**src/design/decompress_pkg.sv**
```systemverilog
// ***********************************************************
// Shared widths, the compression mode type and the memory
// request and response structs of the decompression subsystem.
// Modules import it inside their bodies.
// ***********************************************************
package decompress_pkg;

    localparam int COEFF_PER_CLK = 4;
    localparam int COEFF_W       = 12;
    localparam int Q_MOD         = 3329;
    localparam int POLY_N        = 256;
    localparam int API_DATA_W    = 64;
    localparam int MEM_ADDR_W    = 8;

    // Compression width d of the packed API stream
    typedef enum logic [1:0] {
        MODE_D1  = 2'd0,
        MODE_D5  = 2'd1,
        MODE_D11 = 2'd2,
        MODE_D12 = 2'd3
    } decomp_mode_t;

    typedef logic [COEFF_PER_CLK-1:0][COEFF_W-1:0] mem_word_t;

    typedef struct packed {
        logic                  wr;
        logic [MEM_ADDR_W-1:0] addr;
        mem_word_t             data;
    } mem_req_t;

    typedef struct packed {
        logic      valid;
        mem_word_t data;
    } mem_rsp_t;

    function automatic logic [3:0] mode_bits(decomp_mode_t mode);
        case (mode)
            MODE_D1:  return 4'd1;
            MODE_D5:  return 4'd5;
            MODE_D11: return 4'd11;
            default:  return 4'd12;
        endcase
    endfunction

    // Bits taken from the PISO per cycle, one d-bit code per coefficient
    function automatic logic [6:0] mode_out_bits(decomp_mode_t mode);
        return 7'(COEFF_PER_CLK * mode_bits(mode));
    endfunction

endpackage

```
**src/design/mem_arbiter.sv**
```systemverilog
`timescale 1ns/10ps
// ***********************************************************
// Two-client round-robin arbiter in front of the polynomial
// memory. Each client has a FIFO of CREDITS entries and gets a
// credit back on the cycle its request is granted.
// ***********************************************************
module mem_arbiter #(
    parameter int CREDITS = 2
) (
    input  logic                           clk,
    input  logic                           reset_n,
    input  logic                           zeroize_i,
    input  logic [1:0]                     req_valid_i,
    input  decompress_pkg::mem_req_t [1:0] req_i,
    output logic [1:0]                     credit_o,
    output logic                           mem_en_o,
    output decompress_pkg::mem_req_t       mem_req_o
);
    import decompress_pkg::*;

    localparam int PTR_W = (CREDITS > 1) ? $clog2(CREDITS) : 1;
    localparam int CNT_W = $clog2(CREDITS + 1);

    mem_req_t [1:0] head;
    logic [1:0]     not_empty;
    logic [1:0]     grant;
    // Client 1 wins a tie when set
    logic           prio_q;

    for (genvar c = 0; c < 2; c++) begin : g_fifo
        mem_req_t         slot_q [CREDITS];
        logic [PTR_W-1:0] wr_ptr_q;
        logic [PTR_W-1:0] rd_ptr_q;
        logic [CNT_W-1:0] cnt_q;

        always_ff @(posedge clk) begin
            if (req_valid_i[c]) begin
                slot_q[wr_ptr_q] <= req_i[c];
            end
        end

        always_ff @(posedge clk or negedge reset_n) begin
            if (!reset_n) begin
                wr_ptr_q <= '0;
                rd_ptr_q <= '0;
                cnt_q    <= '0;
            end else if (zeroize_i) begin
                wr_ptr_q <= '0;
                rd_ptr_q <= '0;
                cnt_q    <= '0;
            end else begin
                if (req_valid_i[c]) begin
                    wr_ptr_q <= (wr_ptr_q == PTR_W'(CREDITS - 1)) ? '0 : wr_ptr_q + 1'b1;
                end
                if (grant[c]) begin
                    rd_ptr_q <= (rd_ptr_q == PTR_W'(CREDITS - 1)) ? '0 : rd_ptr_q + 1'b1;
                end
                cnt_q <= cnt_q + CNT_W'(req_valid_i[c]) - CNT_W'(grant[c]);
            end
        end

        assign not_empty[c] = (cnt_q != '0);
        assign head[c]      = slot_q[rd_ptr_q];

        // A full FIFO means the client sent without holding a credit
        a_no_push_full: assert property (@(posedge clk) disable iff (!reset_n || zeroize_i)
            req_valid_i[c] |-> cnt_q != CNT_W'(CREDITS));
    end

    assign grant[1]  = not_empty[1] & (~not_empty[0] | prio_q);
    assign grant[0]  = not_empty[0] & ~grant[1];
    assign credit_o  = grant;
    assign mem_en_o  = |grant;
    assign mem_req_o = grant[1] ? head[1] : head[0];

    always_ff @(posedge clk or negedge reset_n) begin
        if (!reset_n) begin
            prio_q <= 1'b0;
        end else if (zeroize_i) begin
            prio_q <= 1'b0;
        end else if (grant[0]) begin
            prio_q <= 1'b1;
        end else if (grant[1]) begin
            prio_q <= 1'b0;
        end
    end

endmodule

```
**config.mk**
```make
export PLATFORM = sky130hd
export DESIGN_NAME = mem_arbiter
export DESIGN_NICKNAME = d
export VERILOG_FILES = /design/src/design/decompress_pkg.sv /design/src/design/mem_arbiter.sv
export SDC_FILE = /design/constraint.sdc
export NUM_CORES = 1
export LEC_CHECK = 0
export BUFFER_PORTS_ARGS = -buffer_cell sky130_fd_sc_hd__buf_2
export CORE_MARGIN = 2
export CORE_UTILIZATION = 45
export CTS_CLUSTER_DIAMETER = 30
export DETAILED_ROUTE_END_ITERATION = 16
export MAX_ROUTING_LAYER = met4
export PLACE_DENSITY = 0.7
export SLEW_MARGIN = 20
export SYNTH_ARGS = -nofsm -noshare
export SYNTH_HDL_FRONTEND = slang
export SYNTH_SLANG_ARGS = --single-unit
```
**constraint.sdc**
```tcl
create_clock -name clk -period 3.1 [get_ports clk]
set_input_delay 0.31 -clock clk [delete_from_list [all_inputs] [get_ports clk]]
set_output_delay 0.31 -clock clk [all_outputs]
set_load 0.05 [all_outputs]
```
==> results.ini <==
[synthesis]
ys_ff_latch=237
synth_edf_count=228
synth.most_common_cell=edfxtp_1
synth_ff_type=edfxtp_1
syn_avg_cell_area_um2=19.56
yosysWarnings=0
yosys.area.top_type_share_pct=74.46
netlist_instances=470
syn_area_mm2=0.009195
yosys-top-cells-count=228 x edfxtp_1, 171 x mux2i_1, 12 x buf_2
synth_largest_area_cell=edfxtp_1
synth_nets=593
ys_types=21
seq_area_frac_synth_pct=76.91
async_flop_share_pct=3.797
synth_area_leaders=edfxtp_1 74%, mux2i_1 19%, dfrtp_1 2.4%, buf_2 0.65%, buf_4 0.57%

[sta]
worstMarginPinSlew_ps=1064
clock_skew_ps=15.01
fmax_mhz=346.7
setup_violations=0
max-slew-margin-rel_pct=29.09
fin_crit_sh_pct=93.04
hold_viol_final=0
fin_tns_setup_ps=0
drv_slew=0
period_minus_slack_ps=2884
grt_setup_unrepaired=no
fin_hold_ws_ps=13.78

[route]
drc=0
antenna_left=0
drt_first_iter_violations=219
wl_per_cell_um=17.77
vias=5350
drt_wl_total_um=19440
first_pass_iters=6
vias_per_cell=4.890

[pwr]
leakagePower_uw=0.004901
powerDensity_mw_per_mm2=988.4
ir_drop_v=0.0007037
total_power_uw=12790

[cts]
cts_sinks=237
clkSlewWorstSetupHoldPaths_ps=50
clockRootBuffer=clkbuf_16
clk_latency_ps=510
cts.repair.resized=0
cts_htree_levels=2
cts_tree=built
post_cts_buffers=0
cts_max_path_buffers=3
cts_hold_buffers=114
cts_made_buffers=40

[run_status]
status=finished clean

[worst_setup_path]
endpoint_kind=output port
required_ps=2790
crit_chain=nor2_1 -> o21a_4 -> buf_12 -> mux2i_1 -> buf_2
cp_max_fo=23
crit_slowest_cell=o21a_4
cp.arrival_ps=2570
slowest_delay_ps=490
worst_setup_path_start_kind=flip-flop
criticalPathCategory=flip-flop to output port

[floorplanning]
rows=52
initial_utilization_pct=45.59
dieArea_mm2=0.02159
ios=179
die_h_um=146.9
die_w_um=146.9
fp.coreArea_mm2=0.02017

[placement]
gp_congestion=0.7439
dpl.cell_count=905
hpwl_um=11010
io_buffers=178

[final_layout]
drive_gt1_share_pct=31.63
area.growth.synth_to_final_pct=40.70
final_cells=1094
final_nets=914

[hold_path]
hold_class=primary input to flip-flop

[global_routing]
overflow=0
grt_pass1_wl_um=30850
grt_max_degree=60
grt_pass1_vias=5919
antenna_found_initial=2
grt_use_total_pct=19.01

[run]
maxCapViolCount=0

cell families after synthesis:
family | share of synthesized area [%]
xor gates and xnor gates | 0.4763
buffers and inverters | 1.674
and+or+nand+nor | 1.225
AOI/OAI and AO/OA | 0.2721
DFF | 76.91
adders and majority gates | 0.5443
muxes | 18.90
worst paths after layout:
path / slack (ps) / from / end / cells past startpoint
max in group asynchronous: 2660 / reset_n / g_fifo[0].rd_ptr_q$_DFFE_PN0P_ / 2
worst max-delay path: 220 / g_fifo[0].cnt_q[1]$_DFF_PN0_ / mem_req_o[45] / 5
min in group asynchronous: 230 / reset_n / g_fifo[1].cnt_q[1]$_DFF_PN0_ / 2
worst max register to register: 1200 / g_fifo[1].cnt_q[1]$_DFF_PN0_ / g_fifo[0].cnt_q[1]$_DFF_PN0_ / 8
worst min register to register: 560 / g_fifo[1].cnt_q[1]$_DFF_PN0_ / g_fifo[1].cnt_q[1]$_DFF_PN0_ / 2
worst min-delay path: 10 / req_i[83] / g_fifo[1].slot_q[0][26]$_DFFE_PP_ / 1
placed cells by master (no fill, tap or decap), types with 2 or more instances in the layout:
cell	n
nor2b_4	2
clkbuf_1	7
clkinv_1	3
nor2_1	7
nor3_1	3
edfxtp_1	228
dlygate4sd3_1	114
clkinv_2	7
ha_1	4
buf_4	5
diode_2	2
and2_2	2
xor2_1	2
clkbuf_16	41
inv_6	4
clkinvlp_4	3
nor2b_1	4
dfrtp_4	2
xnor2_1	3
inv_1	4
dfrtp_1	7
a21oi_1	2
bufinv_16	6
buf_2	178
buf_12	4
mux2i_1	171
metal layers:
| metal | vias to the layer above | wire length [um] | global-route usage (%) |
|---|---|---|---|
| met2 | 186 | 10080 | 33.10 |
| li1 | 2497 | - | - |
| met5 | - | 0 | - |
| met3 | 27 | 1294 | 5.311 |
| met1 | 2640 | 7757 | 21.72 |
| met4 | 0 | 306 | 5.192 |
area by class of cell:
class,count,area (um^2)
fillers,1457,7232
flip-flops and latches,237,7079
repair buffers,301,2150
multi-input cells,207,1994
clock buffers,48,1052
well taps,270,337.8
clock inverters,25,304.0
inverters,4,15.01
diodes,2,5.005
sequential cells by signal, indices dropped and copies added (netlist names):
| name | count |
|---|---|
| g_fifo.slot_q | 228 |
| g_fifo.wr_ptr_q | 2 |
| prio_q | 1 |
| g_fifo.rd_ptr_q | 2 |
| g_fifo.cnt_q | 4 |
critical path: cells and delay by family (launching register included):
kind / cells / cell delay [ps]
DFF: 1 / 410
buffers and inverters: 2 / 580
AOI/OAI and AO/OA: 1 / 490
muxes: 1 / 300
and+or+nand+nor: 1 / 260
through the flow:
stage	util (%)	area [um^2]	setup WS (ps)
2_1_floorplan	-	9200	780.0
4_1_cts	64.12	12930	237.0
5_1_grt	64.14	12940	91.70
6_report	64.14	12940	215.7
3_3_place_gp	51.74	10440	862.2
3_5_place_dp	51.74	10440	778.9
power breakdown:
group	switching [uW]	leakage [uW]	internal, uW
combinational	2790	0.00199	1420
clock	1450	0.000659	2930
sequential	425	0.00225	3770
(Power assumes the default switching activity.)
