### src/design/decompress_pkg.sv
// ***********************************************************
// Shared widths, the compression mode type and the memory
// request and response structs of the decompression subsystem.
// Modules import it inside their bodies.
// ***********************************************************
package decompress_pkg;

    localparam int COEFF_PER_CLK = 4;
    localparam int COEFF_W       = 12;
    localparam int Q_MOD         = 3329;
    localparam int POLY_N        = 256;
    localparam int API_DATA_W    = 64;
    localparam int MEM_ADDR_W    = 8;

    // Compression width d of the packed API stream
    typedef enum logic [1:0] {
        MODE_D1  = 2'd0,
        MODE_D5  = 2'd1,
        MODE_D11 = 2'd2,
        MODE_D12 = 2'd3
    } decomp_mode_t;

    typedef logic [COEFF_PER_CLK-1:0][COEFF_W-1:0] mem_word_t;

    typedef struct packed {
        logic                  wr;
        logic [MEM_ADDR_W-1:0] addr;
        mem_word_t             data;
    } mem_req_t;

    typedef struct packed {
        logic      valid;
        mem_word_t data;
    } mem_rsp_t;

    function automatic logic [3:0] mode_bits(decomp_mode_t mode);
        case (mode)
            MODE_D1:  return 4'd1;
            MODE_D5:  return 4'd5;
            MODE_D11: return 4'd11;
            default:  return 4'd12;
        endcase
    endfunction

    // Bits taken from the PISO per cycle, one d-bit code per coefficient
    function automatic logic [6:0] mode_out_bits(decomp_mode_t mode);
        return 7'(COEFF_PER_CLK * mode_bits(mode));
    endfunction

endpackage

### src/design/coeff_piso.sv
`timescale 1ns/10ps
// ***********************************************************
// Multi-rate bit buffer. Takes 64-bit API words and gives out
// four d-bit codes per cycle, oldest bits in the low end.
// hold_o stops the producer, hold_i stops the output.
// ***********************************************************
module coeff_piso (
    input  logic                                                     clk,
    input  logic                                                     reset_n,
    input  logic                                                     zeroize_i,
    input  decompress_pkg::decomp_mode_t                             mode_i,
    input  logic                                                     valid_i,
    input  logic [decompress_pkg::API_DATA_W-1:0]                    data_i,
    output logic                                                     hold_o,
    input  logic                                                     hold_i,
    output logic                                                     valid_o,
    output logic [decompress_pkg::COEFF_PER_CLK*decompress_pkg::COEFF_W-1:0] data_o
);
    import decompress_pkg::*;

    localparam int BUF_W  = 112;
    localparam int FILL_W = $clog2(BUF_W + 1);

    logic [BUF_W-1:0]  buf_q;
    logic [BUF_W-1:0]  buf_shift;
    logic [BUF_W-1:0]  buf_in;
    logic [FILL_W-1:0] fill_q;
    logic [FILL_W-1:0] fill_shift;
    logic [6:0]        out_bits;

    assign out_bits = mode_out_bits(mode_i);

    // No room for another full API word
    assign hold_o  = (int'(fill_q) + API_DATA_W) > BUF_W;
    assign valid_o = (fill_q >= out_bits) & ~hold_i;
    assign data_o  = buf_q[COEFF_PER_CLK*COEFF_W-1:0];

    always_comb begin
        buf_shift  = valid_o ? (buf_q >> out_bits) : buf_q;
        fill_shift = valid_o ? (fill_q - out_bits) : fill_q;
        // New word lands just above the bits still held
        buf_in     = {{(BUF_W-API_DATA_W){1'b0}}, data_i} << fill_shift;
    end

    always_ff @(posedge clk or negedge reset_n) begin
        if (!reset_n) begin
            buf_q  <= '0;
            fill_q <= '0;
        end else if (zeroize_i) begin
            buf_q  <= '0;
            fill_q <= '0;
        end else if (valid_i) begin
            buf_q  <= buf_shift | buf_in;
            fill_q <= fill_shift + FILL_W'(API_DATA_W);
        end else begin
            buf_q  <= buf_shift;
            fill_q <= fill_shift;
        end
    end

    // The engine parks a late read word instead of pushing it into a full buffer
    a_no_overflow: assert property (@(posedge clk) disable iff (!reset_n || zeroize_i)
        valid_i |-> (int'(fill_q) + API_DATA_W) <= BUF_W);

endmodule

### src/design/coeff_decompress.sv
`timescale 1ns/10ps
// ***********************************************************
// Decompression of one coefficient, round(x * q / 2^d).
// Combinational. In the 12-bit mode the code passes unchanged.
// ***********************************************************
module coeff_decompress (
    input  logic [decompress_pkg::COEFF_W-1:0] code_i,
    input  decompress_pkg::decomp_mode_t       mode_i,
    output logic [decompress_pkg::COEFF_W-1:0] coeff_o
);
    import decompress_pkg::*;

    logic [3:0]         d;
    logic [COEFF_W-1:0] code_m;
    logic [24:0]        scaled;

    always_comb begin
        d      = mode_bits(mode_i);
        code_m = code_i & ((COEFF_W'(1) << d) - COEFF_W'(1));
        // Half of 2^d added before the shift rounds to nearest
        scaled = (25'(code_m) * 25'(Q_MOD) + (25'd1 << (d - 4'd1))) >> d;
        if (mode_i == MODE_D12) begin
            coeff_o = code_i;
        end else begin
            coeff_o = scaled[COEFF_W-1:0];
        end
    end

endmodule

### src/design/decompress_engine.sv
`timescale 1ns/10ps
// ***********************************************************
// Decompression sequencer. Reads packed words from the API
// buffer, unpacks them through the PISO, decompresses four
// coefficients per cycle and writes them as credited requests.
// ***********************************************************
module decompress_engine #(
    parameter int CREDITS = 2
) (
    input  logic                                  clk,
    input  logic                                  reset_n,
    input  logic                                  zeroize_i,
    input  logic                                  start_i,
    input  decompress_pkg::decomp_mode_t          mode_i,
    input  logic [2:0]                            num_poly_i,
    input  logic [decompress_pkg::MEM_ADDR_W-1:0] src_base_i,
    input  logic [decompress_pkg::MEM_ADDR_W-1:0] dest_base_i,
    output logic                                  api_rd_en_o,
    output logic [decompress_pkg::MEM_ADDR_W-1:0] api_rd_addr_o,
    input  logic [decompress_pkg::API_DATA_W-1:0] api_rd_data_i,
    output logic                                  wr_valid_o,
    output decompress_pkg::mem_req_t              wr_req_o,
    input  logic                                  wr_credit_i,
    output logic                                  done_o
);
    import decompress_pkg::*;

    localparam int CRD_W       = $clog2(CREDITS + 1);
    localparam int WR_PER_POLY = POLY_N / COEFF_PER_CLK;

    logic                                   busy_q;
    decomp_mode_t                           mode_q;
    logic [2:0]                             num_poly_q;
    logic [3:0]                             d;
    logic [7:0]                             rd_total;
    logic [8:0]                             wr_total;
    logic [MEM_ADDR_W-1:0]                  rd_addr_q;
    logic [MEM_ADDR_W-1:0]                  wr_addr_q;
    logic [7:0]                             rd_cnt_q;
    logic [8:0]                             ack_cnt_q;
    logic [CRD_W-1:0]                       credit_cnt_q;
    logic                                   last_ack;
    logic                                   done_q;
    logic                                   rd_vld_q;
    logic                                   pend_valid_q;
    logic [API_DATA_W-1:0]                  pend_data_q;
    logic                                   piso_valid_i;
    logic [API_DATA_W-1:0]                  piso_data_i;
    logic                                   piso_hold;
    logic [COEFF_PER_CLK*COEFF_W-1:0]       piso_data;
    logic [COEFF_PER_CLK-1:0][COEFF_W-1:0]  codes;
    mem_word_t                              coeffs;

    assign d        = mode_bits(mode_q);
    // Each polynomial packs 256 codes of d bits into 4*d API words
    assign rd_total = 8'(int'(num_poly_q) * POLY_N * int'(d) / API_DATA_W);
    assign wr_total = 9'(int'(num_poly_q) * WR_PER_POLY);

    assign api_rd_en_o   = busy_q & (rd_cnt_q != rd_total) & ~piso_hold & ~pend_valid_q;
    assign api_rd_addr_o = rd_addr_q;
    assign last_ack      = busy_q & wr_credit_i & (ack_cnt_q == wr_total - 9'd1);
    assign done_o        = done_q;

    // A word parked during hold goes first and never coincides with a fresh one
    assign piso_valid_i = (rd_vld_q | pend_valid_q) & ~piso_hold;
    assign piso_data_i  = pend_valid_q ? pend_data_q : api_rd_data_i;

    always_ff @(posedge clk or negedge reset_n) begin
        if (!reset_n) begin
            busy_q       <= 1'b0;
            mode_q       <= MODE_D1;
            num_poly_q   <= '0;
            rd_addr_q    <= '0;
            wr_addr_q    <= '0;
            rd_cnt_q     <= '0;
            ack_cnt_q    <= '0;
            credit_cnt_q <= CRD_W'(CREDITS);
            done_q       <= 1'b0;
            rd_vld_q     <= 1'b0;
            pend_valid_q <= 1'b0;
        end else if (zeroize_i) begin
            busy_q       <= 1'b0;
            mode_q       <= MODE_D1;
            num_poly_q   <= '0;
            rd_addr_q    <= '0;
            wr_addr_q    <= '0;
            rd_cnt_q     <= '0;
            ack_cnt_q    <= '0;
            credit_cnt_q <= CRD_W'(CREDITS);
            done_q       <= 1'b0;
            rd_vld_q     <= 1'b0;
            pend_valid_q <= 1'b0;
        end else begin
            if (start_i) begin
                busy_q     <= 1'b1;
                mode_q     <= mode_i;
                num_poly_q <= num_poly_i;
                rd_addr_q  <= src_base_i;
                wr_addr_q  <= dest_base_i;
                rd_cnt_q   <= '0;
                ack_cnt_q  <= '0;
            end else begin
                if (last_ack) begin
                    busy_q <= 1'b0;
                end
                if (api_rd_en_o) begin
                    rd_addr_q <= rd_addr_q + 1'b1;
                    rd_cnt_q  <= rd_cnt_q + 8'd1;
                end
                if (wr_valid_o) begin
                    wr_addr_q <= wr_addr_q + 1'b1;
                end
                if (busy_q && wr_credit_i) begin
                    ack_cnt_q <= ack_cnt_q + 9'd1;
                end
            end
            credit_cnt_q <= credit_cnt_q - CRD_W'(wr_valid_o) + CRD_W'(wr_credit_i);
            done_q       <= last_ack;
            rd_vld_q     <= api_rd_en_o;
            pend_valid_q <= (rd_vld_q | pend_valid_q) & piso_hold;
        end
    end

    always_ff @(posedge clk) begin
        if (rd_vld_q && piso_hold) begin
            pend_data_q <= api_rd_data_i;
        end
    end

    coeff_piso u_piso (
        .clk       (clk),
        .reset_n   (reset_n),
        .zeroize_i (zeroize_i),
        .mode_i    (mode_q),
        .valid_i   (piso_valid_i),
        .data_i    (piso_data_i),
        .hold_o    (piso_hold),
        .hold_i    (credit_cnt_q == '0),
        .valid_o   (wr_valid_o),
        .data_o    (piso_data)
    );

    // Code i sits at bit i*d of the PISO output
    always_comb begin
        for (int i = 0; i < COEFF_PER_CLK; i++) begin
            codes[i] = COEFF_W'(piso_data >> (i * int'(d)));
        end
    end

    for (genvar i = 0; i < COEFF_PER_CLK; i++) begin : g_decomp
        coeff_decompress u_decomp (
            .code_i  (codes[i]),
            .mode_i  (mode_q),
            .coeff_o (coeffs[i])
        );
    end

    always_comb begin
        wr_req_o.wr   = 1'b1;
        wr_req_o.addr = wr_addr_q;
        wr_req_o.data = coeffs;
    end

    // A credit only comes back for a write still in flight
    a_credit_return: assert property (@(posedge clk) disable iff (!reset_n || zeroize_i)
        wr_credit_i |-> credit_cnt_q != CRD_W'(CREDITS));

endmodule

### config.mk
export PLATFORM = sky130hd
export DESIGN_NAME = decompress_engine
export DESIGN_NICKNAME = d
export VERILOG_FILES = /design/src/design/decompress_pkg.sv /design/src/design/coeff_piso.sv /design/src/design/coeff_decompress.sv /design/src/design/decompress_engine.sv
export SDC_FILE = /design/constraint.sdc
export NUM_CORES = 1
export LEC_CHECK = 0
export BUFFER_PORTS_ARGS = -buffer_cell sky130_fd_sc_hd__buf_4
export CORE_UTILIZATION = 30
export CTS_BUF_LIST = sky130_fd_sc_hd__clkbuf_4
export CTS_CLUSTER_DIAMETER = 50
export DETAILED_ROUTE_END_ITERATION = 8
export GPL_TIMING_DRIVEN = 0
export PLACE_DENSITY_LB_ADDON = 0.1
export SLEW_MARGIN = 10
export SYNTH_ARGS = -nofsm -noshare
export SYNTH_HDL_FRONTEND = slang
export SYNTH_HIERARCHICAL = 1
export SYNTH_SLANG_ARGS = --single-unit
### constraint.sdc
create_clock -name clk -period 5.4 [get_ports clk]
set_clock_uncertainty 0.2 [all_clocks]
set_input_delay 0 -clock clk [delete_from_list [all_inputs] [get_ports clk]]
set_output_delay 0 -clock clk [all_outputs]
set_load 0.1 [all_outputs]
==> results of run 1 <==
## worst max-delay path by stage
stage | end | cells after the start
finish | wr_req_o[18] | 21
global route | wr_req_o[28] | 20
detailed placement | wr_addr_q[7] | 20
floorplan | wr_req_o[20] | 18
global placement | wr_addr_q[7] | 20
CTS | wr_req_o[18] | 20
## critical path, cell delays in order (launching register included)
cell	delay, ns
dfrtp_4	0.52
buf_12	0.17
buf_12	0.12
buf_12	0.12
mux4_2	0.43
and2_4	0.18
buf_6	0.12
ha_4	0.26
fa_1	0.44
ha_4	0.30
inv_2	0.03
fa_1	0.48
inv_2	0.04
fa_2	0.55
ha_4	0.23
buf_6	0.12
and2_4	0.13
a41o_1	0.22
nor3_2	0.24
xnor2_1	0.10
mux4_2	0.54
buf_12	0.20
## power groups by stage
stage | clock (uW) | sequential (uW) | combinational, uW
4_1_cts | 1770 | 2390 | 14700
2_1_floorplan | 0 | 2310 | 8700
3_3_place_gp | 0 | 2440 | 13600
3_5_place_dp | 0 | 2430 | 13500
6_report | 1700 | 2420 | 15800
5_1_grt | 1860 | 2430 | 16200
## routing by layer
| metal | vias up | routed length, um |
|---|---|---|
| met5 | - | 13 |
| met4 | 2 | 6730 |
| met3 | 308 | 8070 |
| met2 | 1238 | 61200 |
| met1 | 14300 | 56600 |
| li1 | 13100 | - |
## cell type report
class | instances | area [um^2]
Multi-Input combinational cell | 2553 | 25300
Inverter | 239 | 912
Tap cell | 1287 | 1610
Fill cell | 9651 | 57200
Sequential cell | 225 | 5960
Clock buffer | 93 | 698
Antenna cell | 3 | 7.51
Timing Repair Buffer | 541 | 5520
Clock inverter | 14 | 110
Buffer | 226 | 1470
## synth_stat cells, drive strengths merged, types with 20 or more instances
master and number:
nand3 59, buf 117, mux2i 203, nand4 30, xnor2 50, a21o 35
nor2 209, inv 235, mux2 101, clkbuf 121, and2 35, dfrtp 160
and3 27, fa 76, ha 408, xor2 36, a21oi 163, nor3 61
o22ai 28, edfxtp 64, o211ai 23, nand2 304, o21ai 98, a22oi 20
a211oi 50, mux4 117, a31oi 53
## registers in the layout (all words and copies together) (netlist names)
register and flops:
ack_cnt_q 9, credit_cnt_q 2, api_rd_addr_o 8, busy_q 1, num_poly_q 3, pend_data_q 64
pend_valid_q 1, rd_cnt_q 8, u_piso/buf_q 112, mode_q 2, u_piso/fill_q 5, wr_addr_q 8
done_o 1, rd_vld_q 1
## per-stage QoR
step	hold slack, ns	total power (uW)	area (um^2)	worst slack (ns)	std cells
CTS	0.00592	18800	40400	-1.17	5135
global route	0.0832	20500	41600	-1.29	5181
global placement	-0.0103	16000	33900	-2.08	4697
floorplan	-0.496	11000	31200	-0.811	3255
detailed placement	-0.329	15900	34000	-1.98	4700
finish	0.0984	19900	41600	-1.12	5181
## repair_timing
action	in CTS	in global routing
setup buffers	134	52
setup endpoints to repair	177	136
gates resized for setup	508	181
hold buffers	204	0
pin swaps	151	126
endpoints found under the hold margin	328	0
## kinds of logic after synthesis
kind of cell / after synthesis / synth area share, %
DFF: 225 / 19.8
other: 5 / 0.0623
AOI/OAI and AO/OA: 708 / 17.0
xor gates and xnor gates: 86 / 2.55
and+or+nand+nor: 805 / 12.3
muxes: 421 / 19.3
adders and majority gates: 484 / 22.0
buffers and inverters: 477 / 7.03
==> out/metrics.yaml, run 1 <==
status: "finished, violations left"
violations: "negative setup slack"
worst_slack_ns: -1.12
die_y_um: 319
r2r_end: "u_piso/buf_q[80]"
synthTopCellsByArea: "ha_1 17%, dfrtp_1 13%, mux4_2 8.7%"
r2r_slack_ns: -0.04
hpwl_um: 102000
start_util_pct: 30.5
hold_depth: 3
io_buffers: 155
fin_setup_tns_ns: -36.09
fin_crit_ns: 6.52
ys_ff_latch: 225
rsz0062_at_grt: "true"
holdPathEnd: "wr_addr_q[5]"
clk_pin_slew_worst_paths_ns: 0.06
worst_setup_path_end_kind: "primary output"
yosys.area.top_type: "ha_1"
switching_share_pct: 57.9
synth.avg_cell_area_um2: 9.38
nNetsFinal: 4428
mostFrequentLayoutCells: "299 x ha_1, 298 x buf_4, 280 x nand2_1"
syn-instance-count: 3211
leakagePower_uw: 0.0183
rows: 115
power.density_mw_per_mm2: 478
synth-edff-count: 64
worstSetupPathType: "reg2out"
die_w_um: 319
fin_crit_sh_pct: 121
grt_pass1_wl_um: 196000
htree_levels: 3
overflow: 0
grt_max_degree: 74
vias_per_cell: 5.59
synth_top_area_share_pct: 17.0
critPathLaunch: "mode_q[0]"
path_max_fanout: 5
grt_util_met3_pct: 3.45
drc: 0
area_delta_synth_final_pct: 38.1
ys_types: 108
synthFlopType: "dfrtp_1"
ant_nets: 0
io_pins: 158
pwr-share-seq_pct: 12.1
track_usage_pct: 25.6
grt_pass1_vias: 29400
grt_util_met1_pct: 33.7
hold_viol_final: 0
layout-drive-gt1-share_pct: 32.8
power_frac_comb_pct: 79.3
met2_usage_pct: 41.6
antenna_found_initial: 2
dr.pass1.iters: 6
r2r_start: "mode_q[1]"
worstHoldStart: "zeroize_i"
dieArea_mm2: 0.102
clkPwrFrac_pct: 8.6
setup_viol: 51
fmax_ghz: 0.153
relSlewSlack_pct: 28.7
clock_latency_ns: 0.83
reg2regPathDepth: 17
grt.busiest_layer: "met2"
route.vias.total: 29000
routed_wl_um: 133000
peakVddDrop_mv: 0.392
layout_commonest_cell: "ha_1"
cts_buffer_depth: 3
critPathLaunchType: "register"
min_path_type: "in2reg"
cts_root_buf: "clkbuf_4"
utilization_pct: 42.1
core_area_mm2: 0.0989
wl_per_cell_um: 25.6
cts_num_sinks: 225
internal_power_uw: 8370
synth_warnings: 6
p_sw_uw: 11500
async_flop_share_pct: 71.6
drt_iter0_drc: 2543
cts_buffers: 68
ys_seq_area_share_pct: 19.8
syn_area_mm2: 0.0301
tightest_slew_ns: 1.07
drv_cap: 0
gp_congestion: 0.969
worstPathRequired_ns: 5.20
cts_tree: "yes"
drv_slew: 0
cp_data_arrival_time_ns: 6.32
Note: power is estimated with default switching activity, not from simulation.
==> inputs of run 2 (changes only) <==
Settings changed: RECOVER_POWER set to 100.
==> out/metrics.yaml, run 2 (synthesis results as in run 1) <==
largest_register_ff_count: 112
leakagePower_uw: 0.0181
rsz0062_at_grt: "true"
dieArea_mm2: 0.102
area_delta_synth_final_pct: 37.2
status: "finished, violations left"
clock_latency_ns: 0.83
ant_nets: 0
gp_congestion: 0.969
drv_slew: 162
overflow: 0
worst_slack_ns: -1.12
stdcell_count: 5181
worstPathRequired_ns: 5.20
die_y_um: 319
dp_cells: 4700
cts_num_sinks: 225
cts_root_buf: "clkbuf_4"
fin_area_mm2: 0.0413
met2_usage_pct: 41.6
path_max_fanout: 5
drc: 0
fin_setup_tns_ns: -35.81
worst_setup_path_end_kind: "primary output"
grt.busiest_layer: "met2"
routed_wl_um: 132000
worstPathBufferInverterCount: 7
die_w_um: 319
start_util_pct: 30.5
fmax_ghz: 0.153
worstHoldStart: "zeroize_i"
cp_data_arrival_time_ns: 6.32
setup_viol: 50
nNetsFinal: 4428
utilization_pct: 41.8
vias_per_cell: 5.58
cts_buffer_depth: 3
htree_levels: 3
layout-drive-gt1-share_pct: 31.5
route.vias.total: 28900
path_common_cell: "buf_12"
track_usage_pct: 25.6
grt_util_met1_pct: 33.7
min_path_type: "in2reg"
layout_commonest_cell: "ha_1"
path_delay_family: "adder cells"
fillers: 9724
tightest_slew_ns: 3.21
r2r_start: "mode_q[1]"
clk_pin_slew_worst_paths_ns: 0.06
critPathSlowestCell: "mux4_2"
core_area_mm2: 0.0989
worstSetupPathType: "reg2out"
grt_max_degree: 74
pre_cts_ws_ns: -1.98
reg_top3: "u_piso/buf_q x112, pend_data_q x64, ack_cnt_q x9"
hpwl_um: 102000
peakVddDrop_mv: 0.389
grt_pass1_wl_um: 196000
io_pins: 158
io_buffers: 155
drt_iter0_drc: 2597
wl_per_cell_um: 25.5
regMostFlops: "u_piso/buf_q"
violations: "max-capacitance violations, max-slew violations, negative setup slack"
power.density_mw_per_mm2: 480
fin_crit_sh_pct: 121
crit_chain: "buf_12 -> buf_12 -> buf_12 -> mux4_2 -> and2_4 -> buf_6 -> ha_4 -> fa_1 -> ha_4 -> inv_2 -> fa_1 -> inv_2 -> fa_2 -> ha_4 -> nand2_4 -> or3_4 -> nor3_4 -> nor3_2 -> xnor2_1 -> mux4_2 -> buf_12"
grt_util_met3_pct: 3.45
antenna_found_initial: 2
critPathLaunchType: "register"
fin_crit_ns: 6.52
mostFrequentLayoutCells: "299 x ha_1, 280 x nand2_1, 215 x buf_4"
drv_cap: 3
place_area_mm2: 0.0340
relSlewSlack_pct: -114
rows: 115
cts_tree: "yes"
dr.pass1.iters: 6
cts_buffers: 68
max_stage_delay_ns: 0.55
critPathLaunch: "mode_q[0]"
hold_viol_final: 0
grt_pass1_vias: 29400
-- run 2: cell count changes in the layout (fill, tap and decap cells not counted), sizes merged --
cell    delta
clkbuf    +89
buf       -89
-- run 2: worst paths after layout --
path / endpoint / slack [ns] / cells past startpoint
max in group asynchronous: u_piso/buf_q[5] / 0.81 / 7
worst min register to register: u_piso/buf_q[1] / 0.35 / 2
worst max-delay path: wr_req_o[18] / -1.12 / 21
worst max register to register: u_piso/buf_q[80] / -0.03 / 17
worst min-delay path: wr_addr_q[5] / 0.09 / 3
min in group asynchronous: wr_addr_q[4] / 1.22 / 5
-- run 2: tightest hold or removal path, cell delays in order --
cell	delay (ns)
dlygate4sd3_1	0.59
clkbuf_1	0.32
a2111oi_0	0.11
-- run 2: what timing repair did --
action | 4_1_cts | 5_1_grt
hold buffers | 204 | 0
setup buffers | 134 | 52
resized for setup | 508 | 181
hold endpoints to repair | 328 | 0
pin swaps | 151 | 126
setup endpoints to repair | 177 | 136
-- run 2: through the flow --
| stage | power [uW] | hold slack, ns |
|---|---|---|
| floorplan | 11000 | -0.496 |
| detailed placement | 15900 | -0.329 |
| CTS | 18800 | 0.00592 |
| finish | 19800 | 0.0900 |
| global placement | 16000 | -0.0103 |
| global route | 20400 | 0.0832 |
-- run 2: layer usage --
metal / wire length, um / part of all wire, % / vias up
li1: - / - / 13100
met4: 6990 / 5.3 / 2
met1: 56300 / 43 / 14200
met5: 13 / 0.0098 / -
met3: 8330 / 6.3 / 333
met2: 60800 / 46 / 1288
-- run 2: final cells by class --
cell class	instances	area (um^2)	share of cell area (%)
multi-input combinational	2553	25300	61.2
sequential	225	5960	14.4
timing repair buffer	541	5260	12.7
tap	1287	1610	3.90
buffer	226	1470	3.55
inverter	239	912	2.21
clock buffer	93	698	1.69
clock inverter	14	110	0.266
antenna	3	7.51	0.0182
-- run 2: power by group --
| part | leakage (uW) | switching [uW] | internal [uW] | total [uW] |
|---|---|---|---|---|
| clock network | 0.000490 | 825 | 880 | 1700 |
| registers | 0.00277 | 392 | 2020 | 2410 |
| logic | 0.0148 | 10300 | 5440 | 15700 |
